$ cat config.mk
export PLATFORM = sky130hd
export DESIGN_NAME = debug_access_path
export DESIGN_NICKNAME = d
export VERILOG_FILES = /design/src/rtl/dbg_pkg.sv /design/src/rtl/dbg_addr_remap.sv /design/src/rtl/dbg_region_decode.sv /design/src/rtl/dbg_prog_buf.sv /design/src/rtl/dbg_state_regs.sv /design/src/rtl/dbg_rsp_merge.sv /design/src/rtl/debug_access_path.sv
export SDC_FILE = /design/constraint.sdc
export NUM_CORES = 1
export LEC_CHECK = 0
export BUFFER_PORTS_ARGS = -buffer_cell sky130_fd_sc_hd__buf_2
export CORE_MARGIN = 2
export CORE_UTILIZATION = 55
export CTS_CLUSTER_SIZE = 20
export DETAILED_ROUTE_END_ITERATION = 10
export PLACE_DENSITY = 0.71
export SETUP_SLACK_MARGIN = 0.1
export SLEW_MARGIN = 20
export SYNTH_ARGS = -nofsm -noshare
export SYNTH_HDL_FRONTEND = slang
export SYNTH_HIERARCHICAL = 1
export SYNTH_SLANG_ARGS = --single-unit
$ cat constraint.sdc
create_clock -name clk -period 3.4 [get_ports clk]
set_clock_uncertainty 0.15 [all_clocks]
set_input_delay 0 -clock clk [delete_from_list [all_inputs] [get_ports clk]]
set_output_delay 0 -clock clk [all_outputs]
set_load 0.05 [all_outputs]
$ cat src/rtl/dbg_pkg.sv
package dbg_pkg;

    // ==================================================
    // widths
    // ==================================================
    localparam int unsigned DBG_ADDR_W       = 32;
    localparam int unsigned DBG_DATA_W       = 32;
    localparam int unsigned DBG_STRB_W       = 4;
    localparam int unsigned DBG_TAG_W        = 16;

    // region tags, matched against address bits 31:16
    localparam logic [DBG_TAG_W-1:0] DBG_ROM_BASE = 16'h0800;
    localparam logic [DBG_TAG_W-1:0] DBG_RAM_BASE = 16'h0801;
    localparam logic [DBG_TAG_W-1:0] DBG_LSU_BASE = 16'h0802;

    localparam int unsigned DBG_BUF_DEPTH    = 16;
    localparam int unsigned DBG_BUF_IDX_W    = $clog2(DBG_BUF_DEPTH);
    localparam int unsigned DBG_STATE_REGS   = 8;
    localparam int unsigned DBG_STATE_IDX_W  = $clog2(DBG_STATE_REGS);

    // request strobe to response strobe
    localparam int unsigned DBG_LATENCY      = 4;

    // program buffer park loop
    localparam logic [DBG_DATA_W-1:0] DBG_ROM_IMAGE [DBG_BUF_DEPTH] = '{
        32'h0ff0000f, 32'h7b241073, 32'hf1402473, 32'h10802023,
        32'h40044403, 32'h00147413, 32'h02041263, 32'hf1402473,
        32'h40044403, 32'h00247413, 32'hfc0418e3, 32'hfd5ff06f,
        32'h7b202473, 32'h10000023, 32'h7b200073, 32'h00100073
    };

    // ==================================================
    // types
    // ==================================================
    typedef enum logic [1:0] {
        TGT_ROM,
        TGT_RAM,
        TGT_LSU,
        TGT_NONE
    } dbg_target_e;

    typedef struct packed {
        logic [DBG_ADDR_W-1:0] addr;
        logic [DBG_DATA_W-1:0] data;
        logic [DBG_STRB_W-1:0] strb;
        logic                  write;
    } dbg_req_t;

    // original request kept beside the remapped address
    typedef struct packed {
        dbg_req_t              req;
        logic [DBG_ADDR_W-1:0] remap_addr;
    } dbg_remap_t;

    typedef struct packed {
        dbg_remap_t  remap;
        dbg_target_e tgt;
    } dbg_route_t;

    typedef struct packed {
        logic [DBG_DATA_W-1:0] data;
        logic                  err;
    } dbg_rsp_t;

endpackage

$ cat src/rtl/dbg_addr_remap.sv
`timescale 1ns/1ps

module dbg_addr_remap
    import dbg_pkg::*;
(
    input  logic       clk,
    input  logic       arst_n,

    input  logic       req_vld,
    input  dbg_req_t   req,

    output logic       s1_vld,
    output dbg_remap_t s1
);

    logic [DBG_ADDR_W-1:0] remap_addr;

    // word index moves down to bits 3:0, bits 11:10 cleared
    assign remap_addr = {req.addr[DBG_ADDR_W-1:12], 2'b00, req.addr[11:2]};

    // ==================================================
    // stage 1 registers
    // ==================================================
    always_ff @(posedge clk or negedge arst_n) begin
        if (!arst_n) begin
            s1_vld <= 1'b0;
        end else begin
            s1_vld <= req_vld;
        end
    end

    // payload only
    always_ff @(posedge clk) begin
        if (req_vld) begin
            s1.req        <= req;
            s1.remap_addr <= remap_addr;
        end
    end

endmodule

$ cat src/rtl/dbg_region_decode.sv
`timescale 1ns/1ps

module dbg_region_decode
    import dbg_pkg::*;
(
    input  logic       clk,
    input  logic       arst_n,

    input  logic       s1_vld,
    input  dbg_remap_t s1,

    output logic       s2_vld,
    output dbg_route_t s2
);

    logic [DBG_TAG_W-1:0] tag;
    dbg_target_e          tgt_d;

    // region select on the remapped upper half
    assign tag = s1.remap_addr[DBG_ADDR_W-1 -: DBG_TAG_W];

    always_comb begin
        case (tag)
            DBG_ROM_BASE: begin
                tgt_d = TGT_ROM;
            end
            DBG_RAM_BASE: begin
                tgt_d = TGT_RAM;
            end
            DBG_LSU_BASE: begin
                tgt_d = TGT_LSU;
            end
            default: begin
                tgt_d = TGT_NONE;
            end
        endcase
    end

    // ==================================================
    // stage 2 registers
    // ==================================================
    always_ff @(posedge clk or negedge arst_n) begin
        if (!arst_n) begin
            s2_vld <= 1'b0;
        end else begin
            s2_vld <= s1_vld;
        end
    end

    always_ff @(posedge clk) begin
        if (s1_vld) begin
            s2.remap <= s1;
            s2.tgt   <= tgt_d;
        end
    end

endmodule

$ cat src/rtl/dbg_prog_buf.sv
`timescale 1ns/1ps

module dbg_prog_buf
    import dbg_pkg::*;
(
    input  logic                  clk,
    input  logic                  arst_n,

    input  logic                  s2_vld,
    input  dbg_route_t            s2,

    output logic                  buf_vld,
    output logic [DBG_DATA_W-1:0] buf_data
);

    logic [DBG_DATA_W-1:0]    ram_q [DBG_BUF_DEPTH];
    logic [DBG_BUF_IDX_W-1:0] idx;
    logic                     rom_hit;
    logic                     ram_hit;

    // remapped address is already word aligned
    assign idx     = s2.remap.remap_addr[DBG_BUF_IDX_W-1:0];
    assign rom_hit = s2_vld && (s2.tgt == TGT_ROM);
    assign ram_hit = s2_vld && (s2.tgt == TGT_RAM);

    // ==================================================
    // debug ram
    // ==================================================
    always_ff @(posedge clk or negedge arst_n) begin
        if (!arst_n) begin
            for (int i = 0; i < DBG_BUF_DEPTH; i++) begin
                ram_q[i] <= '0;
            end
        end else if (ram_hit && s2.remap.req.write) begin
            // byte merge
            for (int b = 0; b < DBG_STRB_W; b++) begin
                if (s2.remap.req.strb[b]) begin
                    ram_q[idx][8*b +: 8] <= s2.remap.req.data[8*b +: 8];
                end
            end
        end
    end

    // ==================================================
    // read port
    // ==================================================
    always_ff @(posedge clk or negedge arst_n) begin
        if (!arst_n) begin
            buf_vld <= 1'b0;
        end else begin
            buf_vld <= rom_hit || ram_hit;
        end
    end

    // rom writes fall through here and are never stored
    always_ff @(posedge clk) begin
        if (rom_hit) begin
            buf_data <= DBG_ROM_IMAGE[idx];
        end else if (ram_hit) begin
            buf_data <= ram_q[idx];
        end
    end

endmodule

$ cat src/rtl/dbg_state_regs.sv
`timescale 1ns/1ps

module dbg_state_regs
    import dbg_pkg::*;
(
    input  logic                  clk,
    input  logic                  arst_n,

    input  logic                  s2_vld,
    input  dbg_route_t            s2,

    output logic                  lsu_vld,
    output logic [DBG_DATA_W-1:0] lsu_data
);

    logic [DBG_DATA_W-1:0]      state_q [DBG_STATE_REGS];
    logic [DBG_STATE_IDX_W-1:0] idx;
    logic                       lsu_hit;

    // byte address, upper index bits alias
    assign idx     = s2.remap.req.addr[2 +: DBG_STATE_IDX_W];
    assign lsu_hit = s2_vld && (s2.tgt == TGT_LSU);

    // ==================================================
    // hart state registers
    // ==================================================
    always_ff @(posedge clk or negedge arst_n) begin
        if (!arst_n) begin
            for (int i = 0; i < DBG_STATE_REGS; i++) begin
                state_q[i] <= '0;
            end
        end else if (lsu_hit && s2.remap.req.write) begin
            for (int b = 0; b < DBG_STRB_W; b++) begin
                if (s2.remap.req.strb[b]) begin
                    state_q[idx][8*b +: 8] <= s2.remap.req.data[8*b +: 8];
                end
            end
        end
    end

    always_ff @(posedge clk or negedge arst_n) begin
        if (!arst_n) begin
            lsu_vld <= 1'b0;
        end else begin
            lsu_vld <= lsu_hit;
        end
    end

    always_ff @(posedge clk) begin
        if (lsu_hit) begin
            lsu_data <= state_q[idx];
        end
    end

endmodule

$ cat src/rtl/dbg_rsp_merge.sv
`timescale 1ns/1ps

module dbg_rsp_merge
    import dbg_pkg::*;
(
    input  logic                  clk,
    input  logic                  arst_n,

    input  logic                  s2_vld,
    input  dbg_route_t            s2,
    input  logic                  buf_vld,
    input  logic                  lsu_vld,
    input  logic [DBG_DATA_W-1:0] buf_data,
    input  logic [DBG_DATA_W-1:0] lsu_data,

    output logic                  rsp_vld,
    output dbg_rsp_t              rsp
);

    logic                  al_vld;
    logic                  al_none;
    logic                  al_write;
    logic [DBG_DATA_W-1:0] merged;

    // line up with the stage 3 target outputs
    always_ff @(posedge clk or negedge arst_n) begin
        if (!arst_n) begin
            al_vld   <= 1'b0;
            al_none  <= 1'b0;
            al_write <= 1'b0;
        end else begin
            al_vld   <= s2_vld;
            al_none  <= s2_vld && (s2.tgt == TGT_NONE);
            al_write <= s2_vld && s2.remap.req.write;
        end
    end

    // at most one target valid per cycle
    assign merged = ({DBG_DATA_W{buf_vld}} & buf_data) | ({DBG_DATA_W{lsu_vld}} & lsu_data);

    always_ff @(posedge clk or negedge arst_n) begin
        if (!arst_n) begin
            rsp_vld  <= 1'b0;
            rsp      <= '0;
        end else begin
            rsp_vld  <= al_vld;
            rsp.err  <= al_none;
            rsp.data <= al_write ? '0 : merged;
        end
    end

endmodule

$ cat src/rtl/debug_access_path.sv
`timescale 1ns/1ps

module debug_access_path
    import dbg_pkg::*;
(
    input  logic     clk,
    input  logic     arst_n,

    input  logic     req_vld,
    input  dbg_req_t req,

    output logic     rsp_vld,
    output dbg_rsp_t rsp
);

    logic                  s1_vld;
    dbg_remap_t            s1;
    logic                  s2_vld;
    dbg_route_t            s2;
    logic                  buf_vld;
    logic [DBG_DATA_W-1:0] buf_data;
    logic                  lsu_vld;
    logic [DBG_DATA_W-1:0] lsu_data;

    // ==================================================
    // request path
    // ==================================================
    dbg_addr_remap u_remap (
        .clk     (clk),
        .arst_n  (arst_n),
        .req_vld (req_vld),
        .req     (req),
        .s1_vld  (s1_vld),
        .s1      (s1)
    );

    dbg_region_decode u_decode (
        .clk    (clk),
        .arst_n (arst_n),
        .s1_vld (s1_vld),
        .s1     (s1),
        .s2_vld (s2_vld),
        .s2     (s2)
    );

    // ==================================================
    // targets and response
    // ==================================================
    dbg_prog_buf u_prog_buf (
        .clk      (clk),
        .arst_n   (arst_n),
        .s2_vld   (s2_vld),
        .s2       (s2),
        .buf_vld  (buf_vld),
        .buf_data (buf_data)
    );

    dbg_state_regs u_state_regs (
        .clk      (clk),
        .arst_n   (arst_n),
        .s2_vld   (s2_vld),
        .s2       (s2),
        .lsu_vld  (lsu_vld),
        .lsu_data (lsu_data)
    );

    dbg_rsp_merge u_merge (
        .clk      (clk),
        .arst_n   (arst_n),
        .s2_vld   (s2_vld),
        .s2       (s2),
        .buf_vld  (buf_vld),
        .lsu_vld  (lsu_vld),
        .buf_data (buf_data),
        .lsu_data (lsu_data),
        .rsp_vld  (rsp_vld),
        .rsp      (rsp)
    );

endmodule

Yosys cells after proc, flatten, opt, wreduce, memory -nomap -nowiden. Memories as Yosys holds them, arrays and structs flattened. Index checks and enable logic that the tools add are counted. Widths: inputs -> output; s select.

Register bits: 993. Bits in read-only memories: 512. Input port bits: 72. Output and inout port bits: 34. Logic and storage cells: 125. Memories kept: 1.

Memories: (no name shown) (words 16, width 32, rd ports 1, clocked after Yosys merged registers in 0, wr ports 0, line dbg_prog_buf.sv:58) `buf_data <= DBG_ROM_IMAGE[idx];`.

$lt $le $gt $ge: 4. Eq/ne operators: 6. Muxes and demuxes: 50. Bitwise gates (word level): 5. Reduce and logical (&&, ||, !) cells: 12.

Operators with widths (count): $mux 512 (7); $bwmux 512 (4); $mux 256 (7); $bwmux 256 (4); $demux 32 s4 (4); $demux 32 s3 (4); $mux 32 (11); $bmux 32 s4 (1); $bmux 32 s3 (1); $and 32x32->32 (2); $eq 16x12->1 const B (3); $mux 24 (2); $mux 16 (2); $or 32x32->32 (1); $mux 8 (2); $logic_and 1x1->1 (9); $pmux 2 s3 (1); $ge 5x5->1 const B (1); $lt 5x1->1 const B (1); $not 4->5 (1); $eq 2x2->1 const B (2); $ge 4x4->1 const B (1); $lt 4x1->1 const B (1); $not 3->4 (1); 4 further kinds (4).

Depth between registers and ports, before layout. Gate-level depths: netlist of run 1.

Depth after elaboration: 16. Gate-level depth with buffers: 13. Mapped depth without buffers: 6.

Hierarchy. The synthesis of run 1 kept the hierarchy.

By module, submodules not included: dbg_prog_buf (instances 1, cells each 1655, area each 25181.7 um^2); dbg_state_regs (instances 1, cells each 875, area each 13117.6 um^2); dbg_region_decode (instances 1, cells each 111, area each 3189.3 um^2); dbg_addr_remap (instances 1, cells each 103, area each 2341.0 um^2); dbg_rsp_merge (instances 1, cells each 112, area each 1378.8 um^2).

Worst setup path before layout of run 1. No wires, ideal clock.

Path type: reg2reg. Start point: register u_decode/s2[2] (netlist name). End point: register u_prog_buf/ram_q[304] in the netlist's numbering. Library setup time: 125 ps. Arrival time: 2817 ps. Slack: 309 ps. Cell stages (with the launch flop): 12. Buffers on the path: 7. Clock period less this slack: 3091 ps. Path through: edfxtp_1 buf_4 buf_6 buf_6 buf_6 inv_1 buf_2 ha_1 clkbuf_1 buf_1 nand3_1 mux2_2.

Cells in the longest elaborated chain, start to end: 13. Elaborated cells between the ends (all ways): 20. Those cells by class: order compare: 2; mux: 16; bitwise: 1; reduce/logical: 1.

Ends and longest elaborated chain: $not 4->5 (not written as such) * (line dbg_prog_buf.sv:38) `ram_q[idx][8*b +: 8] <= s2.remap.req.data[8*b +: 8];`; $demux 32 s4 (line dbg_prog_buf.sv:38); $bwmux 512 (line dbg_prog_buf.sv:38); $mux 512 (line dbg_prog_buf.sv:37) `if (s2.remap.req.strb[b]) begin`; $mux 512 (line dbg_prog_buf.sv:34) `end else if (ram_hit && s2.remap.req.write) begin`; $bwmux 512 (line dbg_prog_buf.sv:38); $mux 512 (line dbg_prog_buf.sv:37); $mux 512 (line dbg_prog_buf.sv:34); $bwmux 512 (line dbg_prog_buf.sv:38); $mux 512 (line dbg_prog_buf.sv:37); $mux 512 (line dbg_prog_buf.sv:34); $bwmux 512 (line dbg_prog_buf.sv:38); $mux 512 * (line dbg_prog_buf.sv:37); end signal, assigned by index (line dbg_prog_buf.sv:38); end, declared (line dbg_prog_buf.sv:16) `logic [DBG_DATA_W-1:0] ram_q [DBG_BUF_DEPTH];`.

Every way passes the cells marked *; elsewhere a longest branch is shown, timed or not. The select of a mux whose other input is x is not followed. A chain may end at the register's enable or synchronous reset.

Final worst setup path of run 1.
Start point: register u_decode/s2[3] (netlist name). End point: register u_prog_buf/ram_q[288] in the netlist's numbering.

Cells in the longest elaborated chain, start to end: 16. Elaborated cells between the ends (all ways): 20. Those cells by class: order compare: 2; mux: 16; bitwise: 1; reduce/logical: 1.

Ends and longest elaborated chain (line): $not 4->5 (not written as such) * (dbg_prog_buf.sv:38); $ge 5x5->1 (not written as such) or $lt 5x1->1 (tied branches) (dbg_prog_buf.sv:38); $logic_and 1x1->1 (not written as such) (dbg_prog_buf.sv:38); $mux 8 (not written as such) (dbg_prog_buf.sv:38); $demux 32 s4 (dbg_prog_buf.sv:38); $bwmux 512 (dbg_prog_buf.sv:38); $mux 512 (dbg_prog_buf.sv:37); $mux 512 (dbg_prog_buf.sv:34); $bwmux 512 (dbg_prog_buf.sv:38); $mux 512 (dbg_prog_buf.sv:37); $mux 512 (dbg_prog_buf.sv:34); $bwmux 512 (dbg_prog_buf.sv:38); $mux 512 (dbg_prog_buf.sv:37); $mux 512 (dbg_prog_buf.sv:34); $bwmux 512 (dbg_prog_buf.sv:38); $mux 512 * (dbg_prog_buf.sv:37).

Marks and branches as above.

==> results of run 1 <==
[per-stage QoR]
stage | cells | area, µm² | util | power [mW] | setup slack [ns]
floorplan | 2757 | 42900 | - | 15.5 | 0.309
global placement | 3839 | 44900 | 0.580 | 16.7 | 0.468
detailed placement | 3839 | 44900 | 0.580 | 16.9 | 0.464
CTS | 4138 | 49300 | 0.637 | 27.7 | 0.437
global route | 4138 | 49300 | 0.637 | 28.5 | 0.334
finish | 4139 | 49300 | 0.637 | 27.6 | 0.314
[layout make-up]
| cell class | count | share of cell area |
|---|---|---|
| repair buffers | 332 | 0.0557 |
| clock buffers | 146 | 0.0586 |
| inverters | 9 | 0.000686 |
| multi-input cells | 1599 | 0.339 |
| diodes | 1 | 0.0000508 |
| clock inverters | 36 | 0.00658 |
| flip-flops and latches | 976 | 0.513 |
| well taps | 1040 | 0.0264 |
[worst paths after layout]
kind,from,endpoint,slack [ns],cells after the start
setup / recovery,u_decode/s2[3],u_prog_buf/ram_q[288],0.31,5
hold / removal,arst_n,u_prog_buf/ram_q[321],0.03,3
setup reg to reg,u_decode/s2[3],u_prog_buf/ram_q[288],0.31,5
hold reg to reg,u_merge/al_vld,u_merge/rsp_vld,0.22,0
max in group asynchronous,arst_n,u_state_regs/state_q[242],2.44,3
min in group clk,u_merge/al_vld,u_merge/rsp_vld,0.22,0
[worst max-delay path: cells and delay by family, from the launching register on]
kind	cells	cell delay (ns)
flops	1	0.43
mux	1	0.41
buf+inv	1	0.34
fa+ha+maj	1	0.78
simple gates	2	0.84
[metal layers]
layer,routed length (µm),global-route usage,up-vias
met5,60,0,-
met4,4220,0.101,10
met2,56700,0.476,1150
met3,9330,0.0668,292
li1,-,-,11000
met1,47800,0.397,14300
[what timing repair did]
item / 4_1_cts / 5_1_grt
hold buffers: 117 / 0
gates resized for setup: 0 / 0
endpoints found under the hold margin: 541 / 0
[state kept, by name, summed over array words and instances (netlist names)]
register               flops
u_state_regs/lsu_data     32
u_merge/rsp               33
u_remap/s1_vld             1
u_prog_buf/buf_vld         1
u_merge/al_vld             1
u_merge/al_none            1
u_remap/s1                57
u_prog_buf/ram_q         512
u_state_regs/state_q     256
u_decode/s2_vld            1
u_merge/al_write           1
u_prog_buf/buf_data       32
u_state_regs/lsu_vld       1
u_decode/s2               46
u_merge/rsp_vld            1
[power by group]
part           switching (mW)  leakage (nW)  internal (mW)
clock                    4.58          1.58           6.18
sequential              0.806          12.7           12.9
combinational            1.69          8.55           1.46
[placed cells by master, fill, tap and decap left out, types with 11 or more instances in the layout]
cell type and instances:
nor2_1 57, and3_1 20, nor3_4 22, clkinv_1 11, a21oi_1 20, a221oi_1 43
a22oi_1 50, clkbuf_8 19, clkinv_2 15, clkbuf_16 101, a221o_1 14, o22ai_1 13
o21ai_0 31, buf_4 109, nor2_2 14, dlygate4sd3_1 116, nor3b_1 13, nand2_1 79
a211oi_1 14, buf_12 13, edfxtp_1 167, nand3_2 23, dfrtp_1 806, nand3_1 38
buf_2 92, mux4_2 119, mux2i_1 56, o221ai_1 13, mux2_2 807, clkbuf_1 26
==> run metrics, run 1 <==
GRT Util Overall 0.295; via/cell ratio 6.45; P&R area growth vs syn 14.8%; CP peak stage delay 0.78 ns; Pre-antenna DRT Iters 5; ANT nets after route 0; Arr. time, crit path 3.47 ns; remaining global-route overflow 0; Port Buffer Count 93; Worst Tran Pin Value 1.10 ns; layout cells sized above 1 0.450; Iter 0 DRT Violations 2364; # rows 102; Lkg Pwr 22.8 nW; Fin Hold WS 0.0270 ns; Post-Synthesis Cells 2757; vias in the first global route 28.0k; HPWL Detailed 75800 µm; nets 3096; die area 80300 µm²; synthesized area 42900 µm²; Crit. End Element flop; boundary pin count 106; Slew headroom 0.262; WL final 118000 µm; fin. max-slew vios 0; period utilization 0.908; WP data required 3.79 ns; Worst-Skew Late Latency 0.67 ns; Reg clk slew, reported paths 0.06 ns; setup TNS 0 ns; Starting Density 0.555; crit path max-delay cell type ha_1; CTS HTree Levels 3; max-cap check violation count 0; worst hold path class primary input to async pin; Bufs on Longest Clock Path 3; multi-input logic area 16700 µm²; Post-CTS Setup Inserts 0; FF+latch area 25300 µm²; WL per Instance 28.5 µm; pin count of the biggest net entering global routing 117; final hold vios 0; total number of vias 26.7k; RSZ-0062 raised after global routing false; crit-path cells buf_4 > ha_1 > nand2_1 > nor2_2 > mux2_2; Synth Net Count 2837; power per cell area 560 nW/µm²; CTS Buf Count 98; CP startpoint kind flop; outcome finished, final reports clean; DRC viols 0; CTS Sinks 976; Die Ht 283 µm; root buffer cell clkbuf_16; first-pass GRT wire length 178000 µm; # fillers 5541; GPL Wtd Cong 0.880; core area 77300 µm²; Worst IR Drop VDD 0.523 mV; Die Width 283 µm; initial antenna violation count 7; Synth Area per Inst 15.6 µm²; Crit Path Max Fanout 16; WS Path Type flop to flop; CTS tree done; Setup violations, final 0; number of synthesis warnings 6; fin crit period 3.09 ns; FMAX 324 MHz
(Power assumes the default switching activity.)
==> run 2: changes to the inputs <==
Settings changed: SKIP_LAST_GASP set to 1.
Clock period 3.4 ns to 3 ns, I/O delays scaled along.
==> run metrics, run 2 (synthesis gave the netlist of run 1 again) <==
CTS HTree Levels 3 (unchanged); initial antenna violation count 3 (-4); CTS Buf Count 97 (-1.0%); Die Width 283 µm (unchanged); power per cell area 630 nW/µm² (+12%); period utilization 0.924 (+0.0161); CP startpoint kind flop; first-pass GRT wire length 176000 µm (-1.4%); CTS Sinks 976 (unchanged); fin. max-slew vios 0 (unchanged); worst hold path class flop to flop; P&R area growth vs syn 15.4%; Die Ht 283 µm (unchanged); RSZ-0062 raised after global routing false; pin count of the biggest net entering global routing 105 (-10%); vias in the first global route 28.0k (-0.025%); crit-path cells buf_12 > inv_1 > ha_1 > buf_4 > nand3_1 > mux2_2; Crit. End Element flop; Worst IR Drop VDD 0.583 mV (+11%); most common cell after layout, fill and taps aside dfrtp_1; Port Buffer Count 93 (unchanged); Worst Tran Pin Value 1.04 ns (-0.0653 ns); fin crit period 2.77 ns (-0.315 ns); max reg flops 512 (unchanged); HPWL Detailed 75800 µm (about the same); Slew headroom 0.305 (+0.0437); Arr. time, crit path 3.13 ns (-0.34 ns); ANT nets after route 0 (unchanged); # rows 102 (unchanged); final hold vios 0 (unchanged); FMAX 361 MHz (+11%); layout cells sized above 1 0.453 (+0.00300); max-cap check violation count 0 (unchanged); Setup violations, final 0 (unchanged); CTS tree done; boundary pin count 106 (unchanged); Reg clk slew, reported paths 0.06 ns (about the same); WL final 116000 µm (-2.1%); Regs by FF count u_prog_buf/ram_q: 512 flops, u_state_regs/state_q: 256 flops, u_remap/s1: 57 flops; Worst-Skew Late Latency 0.64 ns (-0.03 ns); Iter 0 DRT Violations 2397 (+1.4%); Fin Hold WS 0.206 ns (+0.179 ns); Bufs on Longest Clock Path 3 (unchanged); outcome finished, final reports clean; core area 77300 µm² (unchanged); Crit Path Max Fanout 15 (-1); WP data required 3.36 ns (-0.43 ns); WS Path Type flop to flop; DRC viols 0 (unchanged); Lkg Pwr 23.0 nW (+0.77%); GRT Util Overall 0.290 (-0.00481); GPL Wtd Cong 0.866 (-1.5%); CP peak stage delay 0.47 ns (-0.31 ns); CP Buf/Inv Count 3 (+2); Starting Density 0.555 (unchanged); root buffer cell clkbuf_16; total number of vias 26.3k (-1.4%); setup TNS 0 ns (unchanged); Pre-antenna DRT Iters 5 (unchanged); via/cell ratio 6.34 (-1.8%); remaining global-route overflow 0 (unchanged); nets 3115 (+0.61%); crit path max-delay cell type ha_1; die area 80300 µm² (unchanged); most flop-heavy register u_prog_buf/ram_q; WL per Instance 27.8 µm (-2.5%); Top delay family on crit path buffers and inverters; most frequent cells in the layout 808 x dfrtp_1, 807 x mux2_2, 167 x edfxtp_1; post-CTS sizing 0 (unchanged)
run 2: cell count changes in the layout (fill, tap and decap cells not counted), moves of 3 or more:
| cell | change |
|---|---|
| buf_12 | +11 |
| clkinv_2 | +9 |
| buf_4 | +8 |
| clkbuf_1 | -7 |
| clkbuf_8 | -5 |
| clkbuf_16 | +3 |
| clkinv_1 | +3 |
run 2: area by class of cell:
| type | count | area (µm²) |
|---|---|---|
| Timing Repair Buffer | 352 | 3030 |
| Tap cell | 1040 | 1300 |
| Clock buffer | 137 | 2870 |
| Clock inverter | 42 | 334 |
| Multi-Input combinational cell | 1599 | 16700 |
| Fill cell | 5503 | 27800 |
| Antenna cell | 1 | 2.50 |
| Sequential cell | 976 | 25300 |
| Inverter | 9 | 33.8 |
run 2: worst reg2reg max path: stages (launching register included):
cell and delay, ns:
edfxtp_1 0.42, buf_12 0.19, inv_1 0.18, ha_1 0.47
buf_4 0.35, nand3_1 0.46, mux2_2 0.43
run 2: path summary, 6_finish.rpt:
kind                                  from                         to  cells past startpoint  slack [ns]
min reg2reg                u_merge/al_none             u_merge/rsp[0]                      0        0.21
min in group asynchronous           arst_n       u_prog_buf/ram_q[36]                      4        0.52
max reg2reg                 u_decode/s2[2]      u_prog_buf/ram_q[310]                      6        0.23
min                        u_merge/al_none             u_merge/rsp[0]                      0        0.21
max                         u_decode/s2[2]      u_prog_buf/ram_q[310]                      6        0.23
max in group asynchronous           arst_n  u_state_regs/state_q[178]                      4        1.62
run 2: power by group:
| group | switching [mW] | leakage (nW) | internal (mW) |
|---|---|---|---|
| clock | 5.04 | 1.60 | 7.07 |
| sequential | 0.891 | 12.7 | 14.6 |
| combinational | 1.91 | 8.70 | 1.69 |
| total | 7.85 | 23.0 | 23.4 |
run 2: per-layer routing:
layer,track usage,vias to the layer above,routed length [µm]
met5,0,-,0
met4,0.109,0,4290
met3,0.0531,261,7900
met2,0.465,1010,55300
met1,0.398,14000,48100
li1,-,11000,-
run 2: metrics by stage:
| step | power (mW) | instance area [µm²] | instances | setup slack [ns] | util |
|---|---|---|---|---|---|
| after floorplan | 17.6 | 42900 | 2757 | 0.112 | - |
| after global placement | 18.9 | 45100 | 3858 | 0.366 | 0.584 |
| after detailed placement | 19.2 | 45100 | 3858 | 0.329 | 0.584 |
| after CTS | 31.4 | 49500 | 4155 | 0.320 | 0.641 |
| after global routing | 32.3 | 49500 | 4155 | 0.235 | 0.641 |
| final | 31.2 | 49500 | 4156 | 0.229 | 0.641 |
run 2: what timing repair did:
action | in CTS | in global routing
setup buffers | 0 | 0
hold buffers | 118 | 0
hold endpoints to repair | 743 | 0
setup endpoints to repair | 0 | 0
